<file path="config.mk">
export PLATFORM = sky130hd
export DESIGN_NAME = wisc_top
export DESIGN_NICKNAME = d
export VERILOG_FILES = /design/src/hdl/wisc_pkg.sv /design/src/hdl/apb_prog_port.sv /design/src/hdl/core_datapath.sv /design/src/hdl/instr_decoder.sv /design/src/hdl/wisc_top.sv
export SDC_FILE = /design/constraint.sdc
export NUM_CORES = 2
export LEC_CHECK = 0
export ABC_AREA = 0
export ABC_CLOCK_PERIOD_IN_PS = 6490
export BUFFER_PORTS_ARGS = -buffer_cell sky130_fd_sc_hd__buf_2
export CAP_MARGIN = 20
export CORE_UTILIZATION = 58
export DETAILED_ROUTE_END_ITERATION = 7
export PLACE_DENSITY_LB_ADDON = 0.3
export SYNTH_ARGS = -nofsm -noshare
export SYNTH_HDL_FRONTEND = slang
export SYNTH_HIERARCHICAL = 1
export SYNTH_SLANG_ARGS = --single-unit
</file>
<file path="constraint.sdc">
create_clock -name clk -period 6.49 [get_ports clk]
set_input_delay 1.298 -clock clk [delete_from_list [all_inputs] [get_ports clk]]
set_output_delay 1.298 -clock clk [all_outputs]
set_load 0.005 [all_outputs]
</file>
<file path="src/hdl/wisc_pkg.sv">
package wisc_pkg;

    localparam int DATA_W   = 16;
    localparam int NUM_REGS = 8;

    // major opcode, instr[15:11]
    typedef enum logic [4:0] {
        OP_HALT  = 5'b00000,
        OP_NOP   = 5'b00001,
        OP_SIIC  = 5'b00010,
        OP_J     = 5'b00100,
        OP_ADDI  = 5'b01000,
        OP_SUBI  = 5'b01001,
        OP_XORI  = 5'b01010,
        OP_ANDNI = 5'b01011,
        OP_BEQZ  = 5'b01100,
        OP_BNEZ  = 5'b01101,
        OP_BLTZ  = 5'b01110,
        OP_BGEZ  = 5'b01111,
        OP_SLBI  = 5'b10010,
        OP_LBI   = 5'b11000,
        OP_ALU   = 5'b11011,   // add/sub/xor/andn by func
        OP_SEQ   = 5'b11100,
        OP_SLT   = 5'b11101,
        OP_SLE   = 5'b11110
    } opcode_e;

    typedef enum logic [3:0] {
        ALU_ADD        = 4'd0,
        ALU_SUB_REV    = 4'd1,   // b - a
        ALU_XOR        = 4'd2,
        ALU_ANDN       = 4'd3,   // a & ~b
        ALU_EQ         = 4'd4,
        ALU_LT         = 4'd5,   // signed
        ALU_LE         = 4'd6,   // signed
        ALU_PASS_B     = 4'd7,
        ALU_SHIFT_LOAD = 4'd8    // (a << 8) | b[7:0]
    } alu_op_e;

    typedef enum logic [1:0] {
        ZEXT5  = 2'd0,
        SEXT5  = 2'd1,
        SEXT8  = 2'd2,
        SEXT11 = 2'd3
    } imm_sel_e;

    typedef enum logic [1:0] {
        RD_I1 = 2'd0,   // instr[7:5]
        RD_R  = 2'd1,   // instr[4:2]
        RS    = 2'd2    // instr[10:8]
    } reg_dst_e;

    typedef struct packed {
        logic     reg_write;
        reg_dst_e reg_dst;
        imm_sel_e imm_sel;
        logic     alu_src_imm;
        alu_op_e  alu_op;
        logic     branch;
        logic     br_eqz;
        logic     br_gtz;
        logic     br_ltz;
        logic     jump;
        logic     halt;
        logic     err;
    } ctrl_t;

    // APB word address map, paddr[9:8] selects the region
    localparam logic [1:0] REGION_IMEM = 2'b00;
    localparam logic [1:0] REGION_CSR  = 2'b01;
    localparam logic [1:0] REGION_REGS = 2'b10;

    localparam logic [7:0] CSR_CTRL   = 8'd0;
    localparam logic [7:0] CSR_STATUS = 8'd1;
    localparam logic [7:0] CSR_PC     = 8'd2;

endpackage

</file>
<file path="src/hdl/apb_prog_port.sv">
`timescale 1ns/1ps

module apb_prog_port #(
    parameter int IMEM_DEPTH = 64
) (
    input  logic                                  clk,
    input  logic                                  arst_n,
    input  logic                                  psel,
    input  logic                                  penable,
    input  logic                                  pwrite,
    input  logic [9:0]                            paddr,
    input  logic [wisc_pkg::DATA_W-1:0]           pwdata,
    output logic [wisc_pkg::DATA_W-1:0]           prdata,
    output logic                                  pready,
    output logic                                  pslverr,
    input  logic [$clog2(IMEM_DEPTH)-1:0]         fetch_addr,
    output logic [wisc_pkg::DATA_W-1:0]           instr,
    output logic                                  start,
    output logic [$clog2(wisc_pkg::NUM_REGS)-1:0] dbg_addr,
    input  logic [wisc_pkg::DATA_W-1:0]           dbg_data,
    input  logic                                  running,
    input  logic                                  halted,
    input  logic                                  error,
    input  logic [$clog2(IMEM_DEPTH)-1:0]         pc
);
    import wisc_pkg::*;

    localparam int PC_W = $clog2(IMEM_DEPTH);

    logic [DATA_W-1:0] imem [IMEM_DEPTH];
    logic [1:0]        region;
    logic [7:0]        offset;
    logic              access;
    logic              acc_err;
    logic              slow_rd;   // registered read, one wait state
    logic              rd_pend;
    logic [DATA_W-1:0] rd_q;

    assign region   = paddr[9:8];
    assign offset   = paddr[7:0];
    assign access   = psel & penable;
    assign dbg_addr = offset[$clog2(NUM_REGS)-1:0];
    assign instr    = imem[fetch_addr];

    always_comb begin
        case (region)
            REGION_IMEM: acc_err = (int'(offset) >= IMEM_DEPTH) | (pwrite & running);
            REGION_CSR:  acc_err = (offset > CSR_PC) | (pwrite & (offset != CSR_CTRL));
            REGION_REGS: acc_err = (int'(offset) >= NUM_REGS) | pwrite;
            default:     acc_err = 1'b1;
        endcase
    end

    assign slow_rd = ~pwrite & ~acc_err & (region != REGION_IMEM);
    assign pready  = ~slow_rd | rd_pend;
    assign pslverr = access & acc_err;
    assign prdata  = rd_pend ? rd_q : imem[offset[PC_W-1:0]];

    always_ff @(posedge clk or negedge arst_n) begin
        if (!arst_n) begin
            rd_pend <= 1'b0;
            start   <= 1'b0;
        end else begin
            rd_pend <= access & slow_rd & ~rd_pend;
            start   <= access & pwrite & ~acc_err & (region == REGION_CSR) & pwdata[0];
        end
    end

    always_ff @(posedge clk) begin
        if (access & slow_rd & ~rd_pend) begin
            if (region == REGION_REGS)
                rd_q <= dbg_data;
            else if (offset == CSR_STATUS)
                rd_q <= {{(DATA_W-3){1'b0}}, error, halted, running};
            else if (offset == CSR_PC)
                rd_q <= {{(DATA_W-PC_W){1'b0}}, pc};
            else
                rd_q <= '0;   // ctrl reads as zero
        end
        if (access & pwrite & ~acc_err & (region == REGION_IMEM))
            imem[offset[PC_W-1:0]] <= pwdata;
    end

endmodule

</file>
<file path="src/hdl/core_datapath.sv">
`timescale 1ns/1ps

module core_datapath #(
    parameter int IMEM_DEPTH = 64
) (
    input  logic                                  clk,
    input  logic                                  arst_n,
    input  logic [wisc_pkg::DATA_W-1:0]           instr,
    input  logic                                  start,
    input  logic [$clog2(wisc_pkg::NUM_REGS)-1:0] dbg_addr,
    input  wisc_pkg::ctrl_t                       ctrl,
    output logic [$clog2(IMEM_DEPTH)-1:0]         fetch_addr,
    output wisc_pkg::opcode_e                     opcode,
    output logic [1:0]                            func,
    output logic [wisc_pkg::DATA_W-1:0]           dbg_data,
    output logic                                  running,
    output logic                                  halted,
    output logic                                  error,
    output logic [$clog2(IMEM_DEPTH)-1:0]         pc
);
    import wisc_pkg::*;

    localparam int PC_W = $clog2(IMEM_DEPTH);
    localparam int RA_W = $clog2(NUM_REGS);

    logic [DATA_W-1:0] regs [NUM_REGS];
    logic [RA_W-1:0]   rs_addr;
    logic [RA_W-1:0]   rt_addr;
    logic [RA_W-1:0]   wr_addr;
    logic [DATA_W-1:0] imm;
    logic [DATA_W-1:0] op_a;
    logic [DATA_W-1:0] op_b;
    logic [DATA_W-1:0] alu_res;
    logic              wr_en;
    logic              br_taken;
    logic [PC_W-1:0]   pc_inc;
    logic [PC_W-1:0]   pc_next;

    assign opcode     = opcode_e'(instr[15:11]);
    assign func       = instr[1:0];
    assign rs_addr    = instr[10:8];
    assign rt_addr    = instr[7:5];
    assign fetch_addr = pc;
    assign dbg_data   = regs[dbg_addr];

    always_comb begin
        case (ctrl.reg_dst)
            RD_R:    wr_addr = instr[4:2];
            RS:      wr_addr = instr[10:8];
            default: wr_addr = instr[7:5];
        endcase
        case (ctrl.imm_sel)
            SEXT5:   imm = {{11{instr[4]}}, instr[4:0]};
            SEXT8:   imm = {{8{instr[7]}}, instr[7:0]};
            SEXT11:  imm = {{5{instr[10]}}, instr[10:0]};
            default: imm = {11'd0, instr[4:0]};
        endcase
    end

    assign op_a = regs[rs_addr];
    assign op_b = ctrl.alu_src_imm ? imm : regs[rt_addr];

    always_comb begin
        case (ctrl.alu_op)
            ALU_ADD:        alu_res = op_a + op_b;
            ALU_SUB_REV:    alu_res = op_b - op_a;
            ALU_XOR:        alu_res = op_a ^ op_b;
            ALU_ANDN:       alu_res = op_a & ~op_b;
            ALU_EQ:         alu_res = {15'd0, op_a == op_b};
            ALU_LT:         alu_res = {15'd0, $signed(op_a) < $signed(op_b)};
            ALU_LE:         alu_res = {15'd0, $signed(op_a) <= $signed(op_b)};
            ALU_PASS_B:     alu_res = op_b;
            ALU_SHIFT_LOAD: alu_res = {op_a[7:0], op_b[7:0]};
            default:        alu_res = '0;
        endcase
    end

    // condition from sign and zero test of rs
    assign br_taken = ctrl.branch & ((ctrl.br_eqz & (op_a == '0)) |
                                     (ctrl.br_ltz & op_a[DATA_W-1]) |
                                     (ctrl.br_gtz & ~op_a[DATA_W-1] & (op_a != '0)));

    assign pc_inc  = pc + 1'b1;   // wraps at imem depth
    assign pc_next = (br_taken | ctrl.jump) ? pc_inc + imm[PC_W-1:0] : pc_inc;
    assign wr_en   = running & ~start & ctrl.reg_write;

    always_ff @(posedge clk or negedge arst_n) begin
        if (!arst_n) begin
            pc      <= '0;
            running <= 1'b0;
            halted  <= 1'b0;
            error   <= 1'b0;
        end else if (start) begin
            pc      <= '0;
            running <= 1'b1;
            halted  <= 1'b0;
            error   <= 1'b0;
        end else if (running) begin
            if (ctrl.err) begin
                error   <= 1'b1;   // pc stays on the bad instruction
                running <= 1'b0;
            end else if (ctrl.halt) begin
                halted  <= 1'b1;
                running <= 1'b0;
            end else begin
                pc <= pc_next;
            end
        end
    end

    always_ff @(posedge clk or negedge arst_n) begin
        if (!arst_n) begin
            for (int i = 0; i < NUM_REGS; i++)
                regs[i] <= '0;
        end else if (wr_en) begin
            regs[wr_addr] <= alu_res;
        end
    end

endmodule

</file>
<file path="src/hdl/instr_decoder.sv">
`timescale 1ns/1ps

module instr_decoder (
    input  wisc_pkg::opcode_e opcode,
    input  logic [1:0]        func,
    output wisc_pkg::ctrl_t   ctrl
);
    import wisc_pkg::*;

    always_comb begin
        ctrl.reg_write   = 1'b0;
        ctrl.reg_dst     = RD_I1;
        ctrl.imm_sel     = ZEXT5;
        ctrl.alu_src_imm = 1'b0;
        ctrl.alu_op      = ALU_ADD;
        ctrl.branch      = 1'b0;
        ctrl.br_eqz      = 1'b0;
        ctrl.br_gtz      = 1'b0;
        ctrl.br_ltz      = 1'b0;
        ctrl.jump        = 1'b0;
        ctrl.halt        = 1'b0;
        ctrl.err         = 1'b0;

        case (opcode)
            OP_HALT: begin
                ctrl.halt = 1'b1;
            end

            OP_NOP, OP_SIIC: begin   // siic behaves as nop
            end

            OP_ADDI: begin
                ctrl.reg_write   = 1'b1;
                ctrl.imm_sel     = SEXT5;
                ctrl.alu_src_imm = 1'b1;
                ctrl.alu_op      = ALU_ADD;
            end

            OP_SUBI: begin
                ctrl.reg_write   = 1'b1;
                ctrl.imm_sel     = SEXT5;
                ctrl.alu_src_imm = 1'b1;
                ctrl.alu_op      = ALU_SUB_REV;   // imm - rs
            end

            OP_XORI: begin
                ctrl.reg_write   = 1'b1;
                ctrl.alu_src_imm = 1'b1;
                ctrl.alu_op      = ALU_XOR;
            end

            OP_ANDNI: begin
                ctrl.reg_write   = 1'b1;
                ctrl.alu_src_imm = 1'b1;
                ctrl.alu_op      = ALU_ANDN;
            end

            OP_ALU: begin
                ctrl.reg_write = 1'b1;
                ctrl.reg_dst   = RD_R;
                case (func)
                    2'b00:   ctrl.alu_op = ALU_ADD;
                    2'b01:   ctrl.alu_op = ALU_SUB_REV;   // rt - rs
                    2'b10:   ctrl.alu_op = ALU_XOR;
                    default: ctrl.alu_op = ALU_ANDN;
                endcase
            end

            OP_SEQ: begin
                ctrl.reg_write = 1'b1;
                ctrl.reg_dst   = RD_R;
                ctrl.alu_op    = ALU_EQ;
            end

            OP_SLT: begin
                ctrl.reg_write = 1'b1;
                ctrl.reg_dst   = RD_R;
                ctrl.alu_op    = ALU_LT;
            end

            OP_SLE: begin
                ctrl.reg_write = 1'b1;
                ctrl.reg_dst   = RD_R;
                ctrl.alu_op    = ALU_LE;
            end

            OP_BEQZ: begin
                ctrl.imm_sel = SEXT8;
                ctrl.branch  = 1'b1;
                ctrl.br_eqz  = 1'b1;
            end

            OP_BNEZ: begin
                ctrl.imm_sel = SEXT8;
                ctrl.branch  = 1'b1;
                ctrl.br_gtz  = 1'b1;
                ctrl.br_ltz  = 1'b1;
            end

            OP_BLTZ: begin
                ctrl.imm_sel = SEXT8;
                ctrl.branch  = 1'b1;
                ctrl.br_ltz  = 1'b1;
            end

            OP_BGEZ: begin
                ctrl.imm_sel = SEXT8;
                ctrl.branch  = 1'b1;
                ctrl.br_eqz  = 1'b1;
                ctrl.br_gtz  = 1'b1;
            end

            OP_LBI: begin
                ctrl.reg_write   = 1'b1;
                ctrl.reg_dst     = RS;
                ctrl.imm_sel     = SEXT8;
                ctrl.alu_src_imm = 1'b1;
                ctrl.alu_op      = ALU_PASS_B;
            end

            OP_SLBI: begin
                ctrl.reg_write   = 1'b1;
                ctrl.reg_dst     = RS;
                ctrl.imm_sel     = SEXT8;   // alu keeps only the low byte
                ctrl.alu_src_imm = 1'b1;
                ctrl.alu_op      = ALU_SHIFT_LOAD;
            end

            OP_J: begin
                ctrl.imm_sel = SEXT11;
                ctrl.jump    = 1'b1;
            end

            default: ctrl.err = 1'b1;
        endcase
    end

endmodule

</file>
<file path="src/hdl/wisc_top.sv">
`timescale 1ns/1ps

module wisc_top #(
    parameter int IMEM_DEPTH = 64
) (
    input  logic                        clk,
    input  logic                        arst_n,
    input  logic                        psel,
    input  logic                        penable,
    input  logic                        pwrite,
    input  logic [9:0]                  paddr,
    input  logic [wisc_pkg::DATA_W-1:0] pwdata,
    output logic [wisc_pkg::DATA_W-1:0] prdata,
    output logic                        pready,
    output logic                        pslverr
);
    import wisc_pkg::*;

    localparam int PC_W = $clog2(IMEM_DEPTH);

    logic [PC_W-1:0]             fetch_addr;
    logic [PC_W-1:0]             pc;
    logic [DATA_W-1:0]           instr;
    logic [DATA_W-1:0]           dbg_data;
    logic [$clog2(NUM_REGS)-1:0] dbg_addr;
    logic                        start;
    logic                        running;
    logic                        halted;
    logic                        error;
    opcode_e                     opcode;
    logic [1:0]                  func;
    ctrl_t                       ctrl;

    apb_prog_port #(.IMEM_DEPTH(IMEM_DEPTH)) u_apb (
        .clk(clk), .arst_n(arst_n),
        .psel(psel), .penable(penable), .pwrite(pwrite), .paddr(paddr),
        .pwdata(pwdata), .prdata(prdata), .pready(pready), .pslverr(pslverr),
        .fetch_addr(fetch_addr), .instr(instr), .start(start),
        .dbg_addr(dbg_addr), .dbg_data(dbg_data),
        .running(running), .halted(halted), .error(error), .pc(pc)
    );

    instr_decoder u_dec (
        .opcode(opcode), .func(func), .ctrl(ctrl)
    );

    core_datapath #(.IMEM_DEPTH(IMEM_DEPTH)) u_core (
        .clk(clk), .arst_n(arst_n),
        .instr(instr), .start(start), .dbg_addr(dbg_addr), .ctrl(ctrl),
        .fetch_addr(fetch_addr), .opcode(opcode), .func(func), .dbg_data(dbg_data),
        .running(running), .halted(halted), .error(error), .pc(pc)
    );

endmodule

</file>
==> metrics.md <==
| Metric | Value |
|---|---|
| Status | finished with violations |
| Failing checks | design-rule violations |
| Hold Path Class | reg -> reg |
| TritonCTS clock tree | done |
| Mapped Avg Cell Area | 15.9 µm² |
| Final RePlAce weighted congestion | 1.02 |
| Final HPWL from detailed placement | 136000 µm |
| Routed WL per cell | 37.2 µm |
| Largest net degree at the start of global routing | 68 |
| Most common cell after layout, fill and taps aside | edfxtp_1 |
| Routed Wire Length | 208000 µm |
| Synth warn | 6 |
| Reg clk slew, reported paths | 60 ps |
| Tcrit/Tclk final | 0.990 |
| Worst VDD drop | 0.261 mV |
| Total negative slack | 0 ps |
| IO Pins | 49 |
| DR DRC count | 11 |
| Number of DRC markers in iteration 0 | 7573 |
| Maximum fanout along the worst path | 16 |
| Post-CTS Hold Buffers | 0 |
| Finished Cell Area | 68900 µm² |
| Area growth, synth to finish | 15.3% |
| # Max-Cap Violations | 0 |
| Fmax | 0.156 GHz |
| Arrival time at the worst endpoint | 7100 ps |
| Commonest cells after routing, fill and taps aside | 1040 x edfxtp_1, 466 x mux4_2, 446 x buf_4 |
| FFs w/ async S/R, synth | 0.118 |
| Number of global-route vias before repair | 40.4k |
| Root buf cell | clkbuf_16 |
| Routed Antenna Nets | 0 |
| Drt first pass iters | 8 |
| Total Routing Usage GR | 0.398 |
| Clk buf depth | 3 |
| Leak | 23.5 nW |
| Setup crit end kind | flip-flop |
| Vias/cell | 7.57 |
| Core area | 102000 µm² |
| Syn nets | 3840 |
| # nets final | 4187 |
| Count of final max-slew check failures | 0 |
| Grt ovf | 0 |
| Netlist Area Pre-Place | 59800 µm² |
| Sink Count | 1179 |
| IO buf count | 48 |
| CP required | 7160 ps |
| Power Total | 19.1 mW |
| Layout cell share with drive strength beyond 1 | 0.356 |
| Antenna violations before repair | 20 |
| Final setup vio count | 0 |
| Pwr dens | 276 nW/µm² |
| Clock network latency to the later pin of the worst-skew pair | 740 ps |
| Die width | 323 µm |
| Post-synth EDFFs | 1040 |
| Syn Inst Count | 3765 |
| Kind of critical path | reg -> reg |
| H-tree depth | 3 |
| Worst-margin pin slew | 1280 ps |
| Dominant synthesized flop cell | edfxtp_1 |
| Sequential area share after synthesis | 0.580 |
| Synthesized flop and latch total | 1179 |
| TritonCTS Buffers | 119 |
| Synth cell types | 93 |
| Worst setup SP type | flip-flop |
| Final Hold Vio Count | 0 |
| Clock skew | 39.1 ps |
| Global-route wire length before repair | 292000 µm |
| Starting density of the core | 0.586 |
| Vias | 42.3k |
| DIE AREA | 104000 µm² |
| Relative slew margins | 0.149 |
| Die Y | 323 µm |
| Area post-placement | 64300 µm² |
| Rows | 117 |
| Post-layout min period | 6420 ps |
-- routing by layer --
metal / vias up / share of wire / GRT usage
li1: 16300 / - / -
met1: 21200 / 0.33 / 0.511
met2: 3831 / 0.44 / 0.578
met3: 930 / 0.15 / 0.133
met4: 10 / 0.082 / 0.269
met5: - / 0.00041 / 0.000463
-- per-stage QoR --
step                      std cells  hold WS (ps)  setup slack [ps]  utilization
final                          5591           522              66.4        0.676
after global routing           5582           538             -82.6        0.675
after CTS                      5548           523              14.9        0.670
after detailed placement       5325           501             -25.9        0.631
after global placement         5324           496              42.4        0.630
after floorplan                3765           463              50.9            -
-- worst max-delay path: stages, from the launching register on --
cell and delay, ps:
dfrtp_4 510, buf_12 190, buf_12 190, mux4_2 520, mux2i_1 180, buf_4 190
mux2i_1 90, o2111ai_1 470, nand2_1 240, clkinv_1 200, mux2_2 380, nor2_2 130
or3b_4 400, or2_2 320, nor2_2 110, a31oi_1 100, xnor2_1 200, ha_2 210
or2_2 150, buf_4 110, nor2_1 40, o41a_1 450, or4_4 540, o2111ai_4 180
mux2_2 220
-- path summary, 6_finish.rpt --
kind,end,cells past startpoint,from,slack [ps]
min in group asynchronous,u_core/regs[37],1,arst_n,550
min,u_core/regs[16],2,u_core/regs[16],520
max reg2reg,u_core/regs[79],24,u_core/fetch_addr[0],70
max in group asynchronous,u_core/fetch_addr[0],2,arst_n,4880
max,u_core/regs[79],24,u_core/fetch_addr[0],70
min reg2reg,u_core/regs[16],2,u_core/regs[16],520
-- power by group --
group | leakage (nW) | internal [mW] | switching [mW]
Sequential | 11.3 | 8.26 | 0.0236
Clock | 1.96 | 4.06 | 3.01
Combinational | 10.2 | 1.52 | 2.18
-- registers in the layout, summed over array words and instances, names as in the netlist, 6 cells and up --
register           flops
u_apb/imem          1024
u_apb/rd_q            16
u_core/fetch_addr      6
u_core/regs          128
-- Yosys cell counts, types with 12 or more instances --
cell	instances	area share
clkbuf_1	142	0.0089
a22o_1	29	0.0042
a32oi_1	13	0.0019
a22oi_1	90	0.011
inv_1	49	0.0031
a211oi_1	22	0.0028
nand2_1	173	0.011
buf_6	23	0.0043
nand3_1	28	0.0023
a221oi_1	112	0.016
buf_2	89	0.0074
o22ai_1	38	0.0040
a31oi_1	14	0.0015
mux2i_1	146	0.024
nand2b_1	12	0.0013
nor3_1	17	0.0014
mux4_2	466	0.18
and2_1	17	0.0018
xnor2_1	20	0.0029
dfrtp_1	139	0.058
a221o_1	28	0.0047
ha_1	42	0.0088
nor2b_1	30	0.0031
o21ai_0	133	0.011
o221ai_1	14	0.0021
buf_1	27	0.0017
edfxtp_1	1040	0.52
o2111ai_1	16	0.0023
mux2_1	15	0.0028
a21oi_1	137	0.011
xor2_1	14	0.0021
buf_4	35	0.0044
mux2_2	166	0.031
nor2_1	208	0.013
-- what timing repair did --
| action | 4_1_cts | 5_1_grt |
|---|---|---|
| setup buffers | 0 | 29 |
| cloned | 0 | 3 |
| endpoints found under the setup margin | 15 | 48 |
| gates resized for setup | 3 | 58 |
| pin swaps | 0 | 10 |
-- final cells by class --
type	count	area (µm²)
flip-flops and latches	1179	34700
clock inverters	70	684
diodes	9	22.5
inverters	54	208
multi-input cells	2214	23600
well taps	1368	1710
clock buffers	153	3330
fillers	6710	33100
repair buffers	544	4610
-- logic make-up (layout without fill, tap and decap cells) --
logic type | after synthesis | after routing | share of synthesized area
simple gates | 564 | 564 | 0.0441
mux | 804 | 804 | 0.239
buf+inv | 372 | 821 | 0.0308
compound gates | 768 | 768 | 0.0915
other cells | 0 | 9 | 0
flops | 1179 | 1179 | 0.580
fa+ha+maj | 44 | 44 | 0.00946
xor+xnor | 34 | 34 | 0.00498
No activity file was read; power rests on OpenSTA's default activity.
